**src/ooo_params.svh**
```systemverilog
`ifndef OOO_PARAMS_SVH
`define OOO_PARAMS_SVH

// datapath and register counts
`define OOO_XLEN        32
`define OOO_ARCH_REGS   32
`define OOO_PHYS_REGS   48
`define OOO_PREG_W      6

// queue sizes
`define OOO_ROB_DEPTH   8
`define OOO_ROB_IDX_W   3
`define OOO_RS_DEPTH    4
`define OOO_MUL_STAGES  3

`endif

```
**src/ooo_pkg.sv**
```systemverilog
`include "ooo_params.svh"

package ooo_pkg;

    typedef logic [`OOO_PREG_W-1:0]    preg_t;
    typedef logic [`OOO_ROB_IDX_W-1:0] rob_idx_t;
    typedef logic [4:0]                areg_t;

    typedef enum logic [3:0] {
        OP_ADD, OP_SUB, OP_AND, OP_OR,
        OP_XOR, OP_SLL, OP_SRL, OP_SLT
    } alu_op_e;

    // one result bus
    typedef struct packed {
        logic                 valid;
        preg_t                tag;
        rob_idx_t             rob_idx;
        logic [`OOO_XLEN-1:0] data;
    } cdb_t;

    // src1/src2 names are shared by both station payloads
    typedef struct packed {
        alu_op_e              op;
        preg_t                src1;
        preg_t                src2;
        logic                 use_imm;
        logic [`OOO_XLEN-1:0] imm;
        preg_t                dst;
        rob_idx_t             rob_idx;
    } alu_payload_t;

    typedef struct packed {
        preg_t    src1;
        preg_t    src2;
        preg_t    dst;
        rob_idx_t rob_idx;
    } mul_payload_t;

    typedef struct packed {
        areg_t rd;
        logic  wen;
        preg_t new_tag;
        preg_t old_tag;  // returned to free list at retire
    } rob_alloc_t;

    typedef struct packed {
        logic                 valid;
        areg_t                rd;
        logic                 wen;
        logic [`OOO_XLEN-1:0] data;
    } commit_t;

endpackage

```
**src/reservation_station.sv**
```systemverilog
`timescale 1ns/1ps

module reservation_station #(
    parameter type payload_t = ooo_pkg::alu_payload_t,
    parameter int  DEPTH     = 4
) (
    input  logic          clk,
    input  logic          arst_n,
    input  logic          dispatch,
    input  payload_t      payload,
    input  logic [1:0]    src_ready,
    input  ooo_pkg::cdb_t alu_cdb,
    input  ooo_pkg::cdb_t mul_cdb,
    output logic          full,
    output logic          issue,
    output payload_t      issue_payload
);
    import ooo_pkg::*;

    localparam int IDX_W = $clog2(DEPTH);

    payload_t         ent_q [DEPTH];
    payload_t         ent_d [DEPTH];
    logic [1:0]       rdy_q [DEPTH];
    logic [1:0]       rdy_d [DEPTH];
    logic [DEPTH-1:0] vld_q;
    logic [DEPTH-1:0] vld_d;
    logic [IDX_W-1:0] sel;

    function automatic logic woken(input preg_t tag, input cdb_t a, input cdb_t b);
        return (a.valid && a.tag == tag) || (b.valid && b.tag == tag);
    endfunction

    // slot 0 is the oldest, so the lowest ready slot wins
    always_comb begin
        issue = 1'b0;
        sel   = '0;
        for (int i = DEPTH - 1; i >= 0; i--) begin
            if (vld_q[i] && &rdy_q[i]) begin
                issue = 1'b1;
                sel   = IDX_W'(i);
            end
        end
    end

    assign issue_payload = ent_q[sel];
    assign full          = &vld_q;

    always_comb begin
        logic placed;
        placed = 1'b0;
        vld_d  = vld_q;
        ent_d  = ent_q;
        for (int i = 0; i < DEPTH; i++) begin
            rdy_d[i] = rdy_q[i] | {woken(ent_q[i].src2, alu_cdb, mul_cdb),
                                   woken(ent_q[i].src1, alu_cdb, mul_cdb)};
        end
        if (issue) begin  // close the gap left by the issued entry
            for (int i = 0; i < DEPTH - 1; i++) begin
                if (i >= int'(sel)) begin
                    ent_d[i] = ent_d[i + 1];
                    rdy_d[i] = rdy_d[i + 1];
                    vld_d[i] = vld_d[i + 1];
                end
            end
            vld_d[DEPTH - 1] = 1'b0;
        end
        for (int i = 0; i < DEPTH; i++) begin
            if (dispatch && !placed && !vld_d[i]) begin
                ent_d[i] = payload;
                rdy_d[i] = src_ready;
                vld_d[i] = 1'b1;
                placed   = 1'b1;
            end
        end
    end

    always_ff @(posedge clk or negedge arst_n) begin
        if (!arst_n) vld_q <= '0;
        else         vld_q <= vld_d;
    end

    always_ff @(posedge clk) begin
        ent_q <= ent_d;
        rdy_q <= rdy_d;
    end

    // rename must see the full level before it dispatches
    assert property (@(posedge clk) disable iff (!arst_n) dispatch |-> !full);

endmodule

```
**config.mk**
```make
export PLATFORM = sky130hd
export DESIGN_NAME = reservation_station
export DESIGN_NICKNAME = d
export VERILOG_FILES = /design/src/ooo_pkg.sv /design/src/reservation_station.sv
export VERILOG_INCLUDE_DIRS = /design/src
export SDC_FILE = /design/constraint.sdc
export NUM_CORES = 1
export LEC_CHECK = 0
export ABC_AREA = 0
export BUFFER_PORTS_ARGS = -buffer_cell sky130_fd_sc_hd__buf_2
export CAP_MARGIN = 30
export CORE_UTILIZATION = 60
export CTS_CLUSTER_SIZE = 28
export DETAILED_ROUTE_END_ITERATION = 8
export PLACE_DENSITY = 0.84
export SLEW_MARGIN = 20
export SYNTH_ARGS = -nofsm -noshare
export SYNTH_HDL_FRONTEND = slang
export SYNTH_SLANG_ARGS = --single-unit
```
**constraint.sdc**
```tcl
create_clock -name clk -period 13.15 [get_ports clk]
set_clock_uncertainty 0.1 [all_clocks]
set_input_delay 3.945 -clock clk [delete_from_list [all_inputs] [get_ports clk]]
set_output_delay 3.945 -clock clk [all_outputs]
set_load 0.005 [all_outputs]
```
==> flow_summary.toml, run 1 <==
[layout]
final_cell_count_no_fill = 1386
fraction_of_layout_cells_with_a_size_suffix_above_1 = 0.325
nNetsFinal = 1243
fin_area_um2 = 14300
synthToLayoutAreaGrowth_pct = 12.8

[yosys]
synth_fp_nets = 1138
synth_top_area_cell = "sky130_fd_sc_hd__edfxtp_1"
synth_edf_count = 232
synth_async_sr_flop_share = 0.0164
yosys_register_bits = 244
synth.top_cells.by_area = "sky130_fd_sc_hd__edfxtp_1, sky130_fd_sc_hd__mux2_2, sky130_fd_sc_hd__nand2_1"
synth-warning-count = 0
netlist_instances = 991
syn-cell-area_um2 = 12700
synth_area_per_cell_um2 = 12.8
synth.distinct_cells = 35
yosys_most_used_dff = "sky130_fd_sc_hd__edfxtp_1"
synthTopCellsByCount = "sky130_fd_sc_hd__edfxtp_1, sky130_fd_sc_hd__mux2_2, sky130_fd_sc_hd__nand2_1"
fraction_of_the_yosys_area_taken_by_sequential_cells = 0.570
netlist.area_leader.share = 0.550
cell_with_the_most_instances_after_synthesis = "sky130_fd_sc_hd__edfxtp_1"

[flow_run]
maxCapViolations = 0

[critical_path]
worst_r2r_endpoint = "ent_q[136]"
cp-end-kind = "primary output"
slowest_delay_ns = 0.85
critPathSlowestCell = "sky130_fd_sc_hd__buf_4"
worst_path_most_repeated_cell = "sky130_fd_sc_hd__buf_4"
crit_arrival_ns = 3.90
critical_path.cell_chain = "nand3_1 -> a211oi_4 -> buf_4 -> buf_4 -> a211oi_1 -> a31oi_1 -> buf_2"
worstPathRequired_ns = 9.10
critical_path.startpoint_type = "register"
timing.reg2reg.worst_path_depth = 6
regToRegStartpoint = "vld_q[1]"
worstPathMaxFanout = 93
regToRegSetupSlack_ns = 9.22
criticalPathCategory = "reg -> out"

[route]
avgRoutedWirePerCell_um = 21.0
initialDrtViolationCount = 536
drt_pre_antenna_iters = 5
route.vias.total = 8455
route.antenna.remaining_nets = 0
drc = 0
route.detailed.vias_per_inst = 6.10
drt_wl_total_um = 29000

[clock_network]
cts_hold_repair.buffers = 0
tritoncts = "done"
clkTransAtPathRegs_ns = 0.06
clock_insertion_delay_worst_skew_ns = 0.52
cells_resized_by_post_cts_repair = 0
cts-htree-levels = 1
clk_path_buf_depth = 3
post-cts-setup-buffer-count = 0
clock_tree.root_cell = "sky130_fd_sc_hd__clkbuf_16"
tritoncts_num_sinks = 244
tritoncts.num_buffers = 26

[power_and_ir_drop]
vdd.ir_drop.worst_v = 0.000262
power.density_cell_area_nw_per_um2 = 280
design_power_total_mw = 4.01
p_leak_nw = 5.06

[timing]
grt_setup_unrepaired = "no"
drv_slew = 0
layout_min_cycle_time_ns = 7.94
maximum_clock_frequency_mhz = 126
setup_viol = 0
post-route-period-util = 0.604
max-slew-margin-rel = 0.331
final_hold_viol_count = 0
worst_case_setup_margin_in_the_final_layout_ns = 5.21
timing_worst_slew_pin_value_ns = 1.00
totalNegativeSetupSlack_ns = 0

[place]
pre_cts_ws_ns = 5.83
dpl.cell_count = 1337
placed_area_um2 = 13500
dpl.hpwl_um = 16900
place.port_buffers = 136
gp_routability_congestion = 0.921

[floorplan]
core.rowCount = 52
design.core.area_um2 = 20500
die_w_um = 147
design.die.area_um2 = 21700
start_util = 0.618
die_h_um = 147
top_level_ports = 207

[global_route]
grt_use_met3 = 0.0540
number_of_global_route_vias_before_repair = 8307
met2_use_gr = 0.442
grtUsageMet1 = 0.357
grt_pass1_wl_um = 44800
globalRoute.totalOverflow = 0
global_route.peak_usage_layer = "met2"
gr_usage_total = 0.266
antenna_violations_before_repair = 2
grt_max_degree = 95

[worst_hold_path]
worstHoldEndpoint = "ent_q[114]"
hold_class = "reg -> reg"
min_delay_path_depth = 1
hold_start = "ent_q[56]"

[run_status]
outcome = "complete, no violations"
==> power breakdown <==
part           internal, mW  switching, mW
sequential             1.36          0.204
clock                 0.406          0.282
combinational         0.739           1.01
total                  2.51           1.50
==> layout by cell type, fill, tap and decap left out, types with 3 or more instances in the layout <==
cell type / n
sky130_fd_sc_hd__clkinv_2: 4
sky130_fd_sc_hd__and2_1: 3
sky130_fd_sc_hd__nor2_1: 13
sky130_fd_sc_hd__mux2_1: 9
sky130_fd_sc_hd__nor3_1: 16
sky130_fd_sc_hd__o31ai_1: 6
sky130_fd_sc_hd__nand2_1: 134
sky130_fd_sc_hd__xor2_1: 58
sky130_fd_sc_hd__nand2b_2: 3
sky130_fd_sc_hd__nand3_2: 3
sky130_fd_sc_hd__and3_1: 3
sky130_fd_sc_hd__clkbuf_1: 10
sky130_fd_sc_hd__xnor2_1: 38
sky130_fd_sc_hd__a31oi_1: 58
sky130_fd_sc_hd__clkbuf_16: 27
sky130_fd_sc_hd__nand4_1: 11
sky130_fd_sc_hd__buf_2: 136
sky130_fd_sc_hd__edfxtp_1: 232
sky130_fd_sc_hd__buf_4: 11
sky130_fd_sc_hd__nor4_1: 12
sky130_fd_sc_hd__nand3_1: 5
sky130_fd_sc_hd__a41o_1: 5
sky130_fd_sc_hd__a211oi_1: 59
sky130_fd_sc_hd__clkinv_1: 3
sky130_fd_sc_hd__o21ai_0: 4
sky130_fd_sc_hd__mux2_2: 166
sky130_fd_sc_hd__dfxtp_1: 8
sky130_fd_sc_hd__a211oi_4: 3
sky130_fd_sc_hd__dfrtp_1: 4
sky130_fd_sc_hd__nor2b_1: 55
==> cells by family after synthesis <==
logic type / Yosys count / share of synthesized area
DFF: 244 / 0.570
xor gates and xnor gates: 96 / 0.0664
muxes: 176 / 0.156
and+or+nand+nor: 263 / 0.0992
AOI/OAI and AO/OA: 140 / 0.0794
buffers and inverters: 72 / 0.0283
==> worst max path at each step <==
| stage | startpoint | to |
|---|---|---|
| 6_report | vld_q[3] | issue_payload[48] |
| 5_1_grt | vld_q[3] | issue_payload[17] |
| 4_1_cts | vld_q[3] | issue_payload[16] |
| 3_5_place_dp | vld_q[3] | issue_payload[16] |
| 3_3_place_gp | vld_q[3] | issue_payload[56] |
| 2_1_floorplan | dispatch | rdy_q[0] |
==> flip-flops by register name (all words and copies together) (netlist names) <==
register	cells
ent_q	232
vld_q	4
rdy_q	8
==> routing by layer <==
metal,vias to the layer above,routed length [µm]
met5,-,13
met4,2,604
met3,53,2170
met2,309,14100
met1,4164,12200
li1,3927,-
==> critical path, delay by kind of cell, from the launching register on <==
family	cells	cell delay, ns
AOI/OAI and AO/OA	3	0.81
and+or+nand+nor	1	0.26
buffers and inverters	3	1.69
DFF	1	0.52
==> per-stage QoR <==
stage / utilization / hold WS, ns
finish: 0.697 / 0.457
global route: 0.697 / 0.472
CTS: 0.696 / 0.458
detailed placement: 0.657 / 0.444
global placement: 0.657 / 0.429
floorplan: - / 0.419
==> area by class of cell <==
| type | count | area (µm²) |
|---|---|---|
| fill | 1443 | 6200 |
| antenna | 1 | 2.50 |
| sequential | 244 | 7230 |
| timing repair buffer | 148 | 791 |
| tap | 270 | 338 |
| clock inverter | 8 | 61.3 |
| multi-input combinational | 675 | 5130 |
| inverter | 1 | 3.75 |
| clock buffer | 39 | 741 |
Note: power is estimated with default switching activity, not from simulation.
==> run 2: changes to the inputs <==
CORE_UTILIZATION = 57   (was 60)
PLACE_DENSITY = 0.8   (was 0.84)
clock period = 8 ns   (was 13.15 ns; I/O delays follow)
==> flow_summary.toml, run 2 (synthesis gave the netlist of run 1 again) <==
[timing]
worst_hold_slack_ns = 0.451
maximum_clock_frequency_mhz = 162
post-route-period-util = 0.770
timing_worst_slew_pin_value_ns = 0.998
setup_viol = 0
layout_min_cycle_time_ns = 6.16
totalNegativeSetupSlack_ns = 0
grt_setup_unrepaired = "no"
max-slew-margin-rel = 0.335
drv_slew = 0
final_hold_viol_count = 0

[layout]
most_common_cell_after_layout_fill_and_taps_aside = "sky130_fd_sc_hd__edfxtp_1"
largest-register = "ent_q"
synthToLayoutAreaGrowth_pct = 12.8
fraction_of_layout_cells_with_a_size_suffix_above_1 = 0.326
largest_register_ffs = 232
nNetsFinal = 1244
biggest_registers_after_layout = "ent_q: 232 flops, rdy_q: 8 flops, vld_q: 4 flops"
ff_latch_area_um2 = 7230
n_fill_cell = 1620
multi_input_comb_area_um2 = 5130
final_cell_mix = "sky130_fd_sc_hd__edfxtp_1, sky130_fd_sc_hd__mux2_2, sky130_fd_sc_hd__buf_2, sky130_fd_sc_hd__nand2_1, sky130_fd_sc_hd__a211oi_1"

[power_and_ir_drop]
power.density_cell_area_nw_per_um2 = 462
p_leak_nw = 5.07
vdd.ir_drop.worst_v = 0.000292

[clock_network]
cts_hold_repair.buffers = 0
clkTransAtPathRegs_ns = 0.06
post-cts-setup-buffer-count = 0
tritoncts_num_sinks = 244
cells_resized_by_post_cts_repair = 0
clock_tree.root_cell = "sky130_fd_sc_hd__clkbuf_16"
tritoncts = "done"
cts-htree-levels = 1
clock_insertion_delay_worst_skew_ns = 0.53
clk_path_buf_depth = 3
tritoncts.num_buffers = 27

[place]
dpl.hpwl_um = 17500
place.port_buffers = 136
gp_routability_congestion = 0.955

[route]
avgRoutedWirePerCell_um = 21.1
route.detailed.vias_per_inst = 6.05
route.vias.total = 8445
route.antenna.remaining_nets = 0
initialDrtViolationCount = 518
drt_wl_total_um = 29400
drc = 0
drt_pre_antenna_iters = 5

[global_route]
antenna_violations_before_repair = 0
globalRoute.totalOverflow = 0
gr_usage_total = 0.263
grt_max_degree = 71
grt_pass1_wl_um = 45900
number_of_global_route_vias_before_repair = 8404

[critical_path]
worst_path_most_repeated_cell = "sky130_fd_sc_hd__buf_4"
critical_path.cell_chain = "nand3_1 -> a211oi_4 -> buf_4 -> buf_4 -> nor2b_1 -> a211oi_1 -> a31oi_1 -> buf_2"
crit_arrival_ns = 3.66
critPathSlowestCell = "sky130_fd_sc_hd__buf_4"
cp-end-kind = "primary output"
slowest_delay_ns = 0.66
critical_path.startpoint_type = "register"
criticalPathCategory = "reg -> out"
worstPathMaxFanout = 70
worstPathRequired_ns = 5.50

[floorplan]
start_util = 0.581
die_w_um = 151
design.die.area_um2 = 22800
die_h_um = 151
design.core.area_um2 = 21800
top_level_ports = 207
core.rowCount = 54

[worst_hold_path]
hold_class = "reg -> reg"

[flow_run]
maxCapViolations = 0

[run_status]
outcome = "complete, no violations"
-- run 2: changes by cell type in the layout (fill, tap and decap cells not counted), sizes merged --
cell | previous run | this run
clkinv | 7 | 12
bufinv | 1 | 2
clkbuf | 39 | 33
-- run 2: final cells by class --
class | count | area share
clock inverters | 14 | 0.00788
flip-flops and latches | 244 | 0.506
inverters | 1 | 0.000263
diodes | 1 | 0.000175
multi-input cells | 675 | 0.359
well taps | 280 | 0.0245
repair buffers | 148 | 0.0539
clock buffers | 33 | 0.0488
-- run 2: metrics by stage --
| step | cell area (µm²) | instances | total power, mW | setup WS, ns | utilization |
|---|---|---|---|---|---|
| CTS | 14300 | 1395 | 6.64 | 1.92 | 0.655 |
| floorplan | 12700 | 991 | 4.49 | 1.50 | - |
| finish | 14300 | 1396 | 6.61 | 1.84 | 0.655 |
| global route | 14300 | 1395 | 7.01 | 1.57 | 0.655 |
| global placement | 13500 | 1348 | 5.37 | 2.59 | 0.618 |
| detailed placement | 13500 | 1348 | 5.47 | 2.49 | 0.618 |
-- run 2: final timing paths --
check                      startpoint          endpoint  slack (ns)  cells after the start
max                          vld_q[3]  issue_payload[7]        1.84                      8
min                         ent_q[55]        ent_q[113]        0.45                      1
max reg2reg                  vld_q[1]        ent_q[189]        4.47                      5
min reg2reg                 ent_q[55]        ent_q[113]        0.45                      1
max in group asynchronous      arst_n          vld_q[3]        6.11                      1
min in group asynchronous      arst_n          vld_q[1]        1.56                      1
-- run 2: power breakdown --
part / leakage (nW) / total (mW) / switching [mW] / internal [mW]
registers: 2.31 / 2.57 / 0.332 / 2.23
logic: 2.35 / 2.88 / 1.68 / 1.20
clock network: 0.401 / 1.16 / 0.481 / 0.678
total: 5.07 / 6.61 / 2.49 / 4.11
-- run 2: worst max-delay path: cells and delay by family, from the launching register on --
| family | cells | cell delay (ns) |
|---|---|---|
| AND/OR/NAND/NOR | 2 | 0.40 |
| flip-flops | 1 | 0.51 |
| AO/OA/AOI/OAI | 3 | 0.69 |
| buffers and inverters | 3 | 1.48 |
-- run 2: per-layer routing --
metal  wire (µm)  GRT usage  vias to the layer above
li1            -          -                     3917
met1       12300      0.354                     4159
met2       14100      0.435                      315
met3        2320     0.0494                       54
met4         653     0.0785                        0
met5           0          0                        -
==> run 3: changes to the inputs <==
clock period = 6.4 ns   (was 8 ns; I/O delays follow)
==> flow_summary.toml, run 3 (synthesis gave the netlist of run 1 again) <==
[run_status]
outcome = "complete, no violations"

[clock_network]
post-cts-setup-buffer-count = 0
clock_tree.root_cell = "sky130_fd_sc_hd__clkbuf_16"
tritoncts_num_sinks = 244
tritoncts.num_buffers = 26
cts-htree-levels = 1
cells_resized_by_post_cts_repair = 0
clk_path_buf_depth = 3
tritoncts = "done"
clock_insertion_delay_worst_skew_ns = 0.52
cts_hold_repair.buffers = 0
clkTransAtPathRegs_ns = 0.06

[timing]
timing_worst_slew_pin_value_ns = 1.00
layout_min_cycle_time_ns = 5.27
setup_viol = 0
final_hold_viol_count = 0
maximum_clock_frequency_mhz = 190
totalNegativeSetupSlack_ns = 0
grt_setup_unrepaired = "no"
post-route-period-util = 0.824
max-slew-margin-rel = 0.331
drv_slew = 0

[global_route]
met2_use_gr = 0.417
global_route.peak_usage_layer = "met2"
grt_use_met3 = 0.0485
number_of_global_route_vias_before_repair = 8218
grtUsageMet1 = 0.356
grt_pass1_wl_um = 45000
globalRoute.totalOverflow = 0
gr_usage_total = 0.259
grt_max_degree = 172
antenna_violations_before_repair = 3

[layout]
most_common_cell_after_layout_fill_and_taps_aside = "sky130_fd_sc_hd__edfxtp_1"
largest-register = "ent_q"
post-route-util = 0.657
n_fill_cell = 1612
largest_register_ffs = 232
synthToLayoutAreaGrowth_pct = 13.2
ff_latch_area_um2 = 7230
biggest_registers_after_layout = "ent_q: 232 flops, rdy_q: 8 flops, vld_q: 4 flops"
nNetsFinal = 1242
fraction_of_layout_cells_with_a_size_suffix_above_1 = 0.322
final_cell_mix = "sky130_fd_sc_hd__edfxtp_1, sky130_fd_sc_hd__mux2_2, sky130_fd_sc_hd__buf_2, sky130_fd_sc_hd__nand2_1, sky130_fd_sc_hd__a211oi_1"
multi_input_comb_area_um2 = 5130

[route]
route.vias.total = 8432
initialDrtViolationCount = 583
drt_wl_total_um = 29100
avgRoutedWirePerCell_um = 20.9
drt_pre_antenna_iters = 4
route.antenna.remaining_nets = 0
route.detailed.vias_per_inst = 6.05
drc = 0

[critical_path]
crit_arrival_ns = 3.25
critical_path.startpoint_type = "register"
worstPathRequired_ns = 4.38
cp-end-kind = "primary output"
criticalPathCategory = "reg -> out"
worstPathMaxFanout = 70

[power_and_ir_drop]
vdd.ir_drop.worst_v = 0.000332
p_leak_nw = 5.07
power.density_cell_area_nw_per_um2 = 577

[floorplan]
top_level_ports = 207
start_util = 0.581
die_h_um = 151
design.core.area_um2 = 21800
core.rowCount = 54
design.die.area_um2 = 22800
die_w_um = 151

[flow_run]
maxCapViolations = 0

[place]
gp_routability_congestion = 0.891
place.port_buffers = 136
dpl.hpwl_um = 17700

[worst_hold_path]
hold_class = "reg -> reg"
-- run 3: metrics by stage --
stage               instances  instance area (µm²)  hold WS (ns)  worst slack [ns]  total power, mW
global placement         1346                13500         0.436              1.75             6.71
finish                   1394                14300         0.469              1.13             8.27
floorplan                 991                12700         0.419             0.383             5.61
detailed placement       1347                13500         0.447              1.72             6.84
global route             1393                14300         0.481             0.962             8.76
CTS                      1391                14300         0.466              1.16             8.33
-- run 3: worst max-delay path, stage by stage, from the launching register on --
cell and delay (ns):
sky130_fd_sc_hd__dfrtp_1 0.48, sky130_fd_sc_hd__nand3_1 0.24, sky130_fd_sc_hd__o21ai_0 0.17, sky130_fd_sc_hd__nand2_4 0.64, sky130_fd_sc_hd__buf_4 0.58, sky130_fd_sc_hd__a211oi_1 0.09
sky130_fd_sc_hd__a31oi_1 0.32, sky130_fd_sc_hd__buf_2 0.18
-- run 3: area by class of cell --
cell class                      count  share of cell area
Antenna cell                        3            0.000524
Inverter                            1            0.000262
Timing Repair Buffer              147              0.0558
Sequential cell                   244               0.504
Clock buffer                       36              0.0495
Clock inverter                      8             0.00768
Multi-Input combinational cell    675               0.358
Tap cell                          280              0.0244
-- run 3: path summary, 6_finish.rpt --
kind / from / to / slack, ns / cells past startpoint
worst max register to register: vld_q[0] / ent_q[131] / 3.40 / 5
max in group asynchronous: arst_n / vld_q[3] / 4.99 / 1
worst min register to register: ent_q[118] / ent_q[176] / 0.47 / 1
worst max-delay path: vld_q[3] / issue_payload[47] / 1.13 / 7
worst min-delay path: ent_q[118] / ent_q[176] / 0.47 / 1
min in group asynchronous: arst_n / vld_q[0] / 1.09 / 1
-- run 3: per-layer routing --
layer  vias up  part of all wire
li1       3929                 -
met1      4171              0.43
met2       278              0.48
met3        52             0.074
met4         2             0.022
met5         -           0.00034
-- run 3: report_power, final --
group | switching [mW] | internal, mW | total, mW
clock network | 0.586 | 0.886 | 1.47
logic | 2.08 | 1.52 | 3.60
registers | 0.411 | 2.79 | 3.20
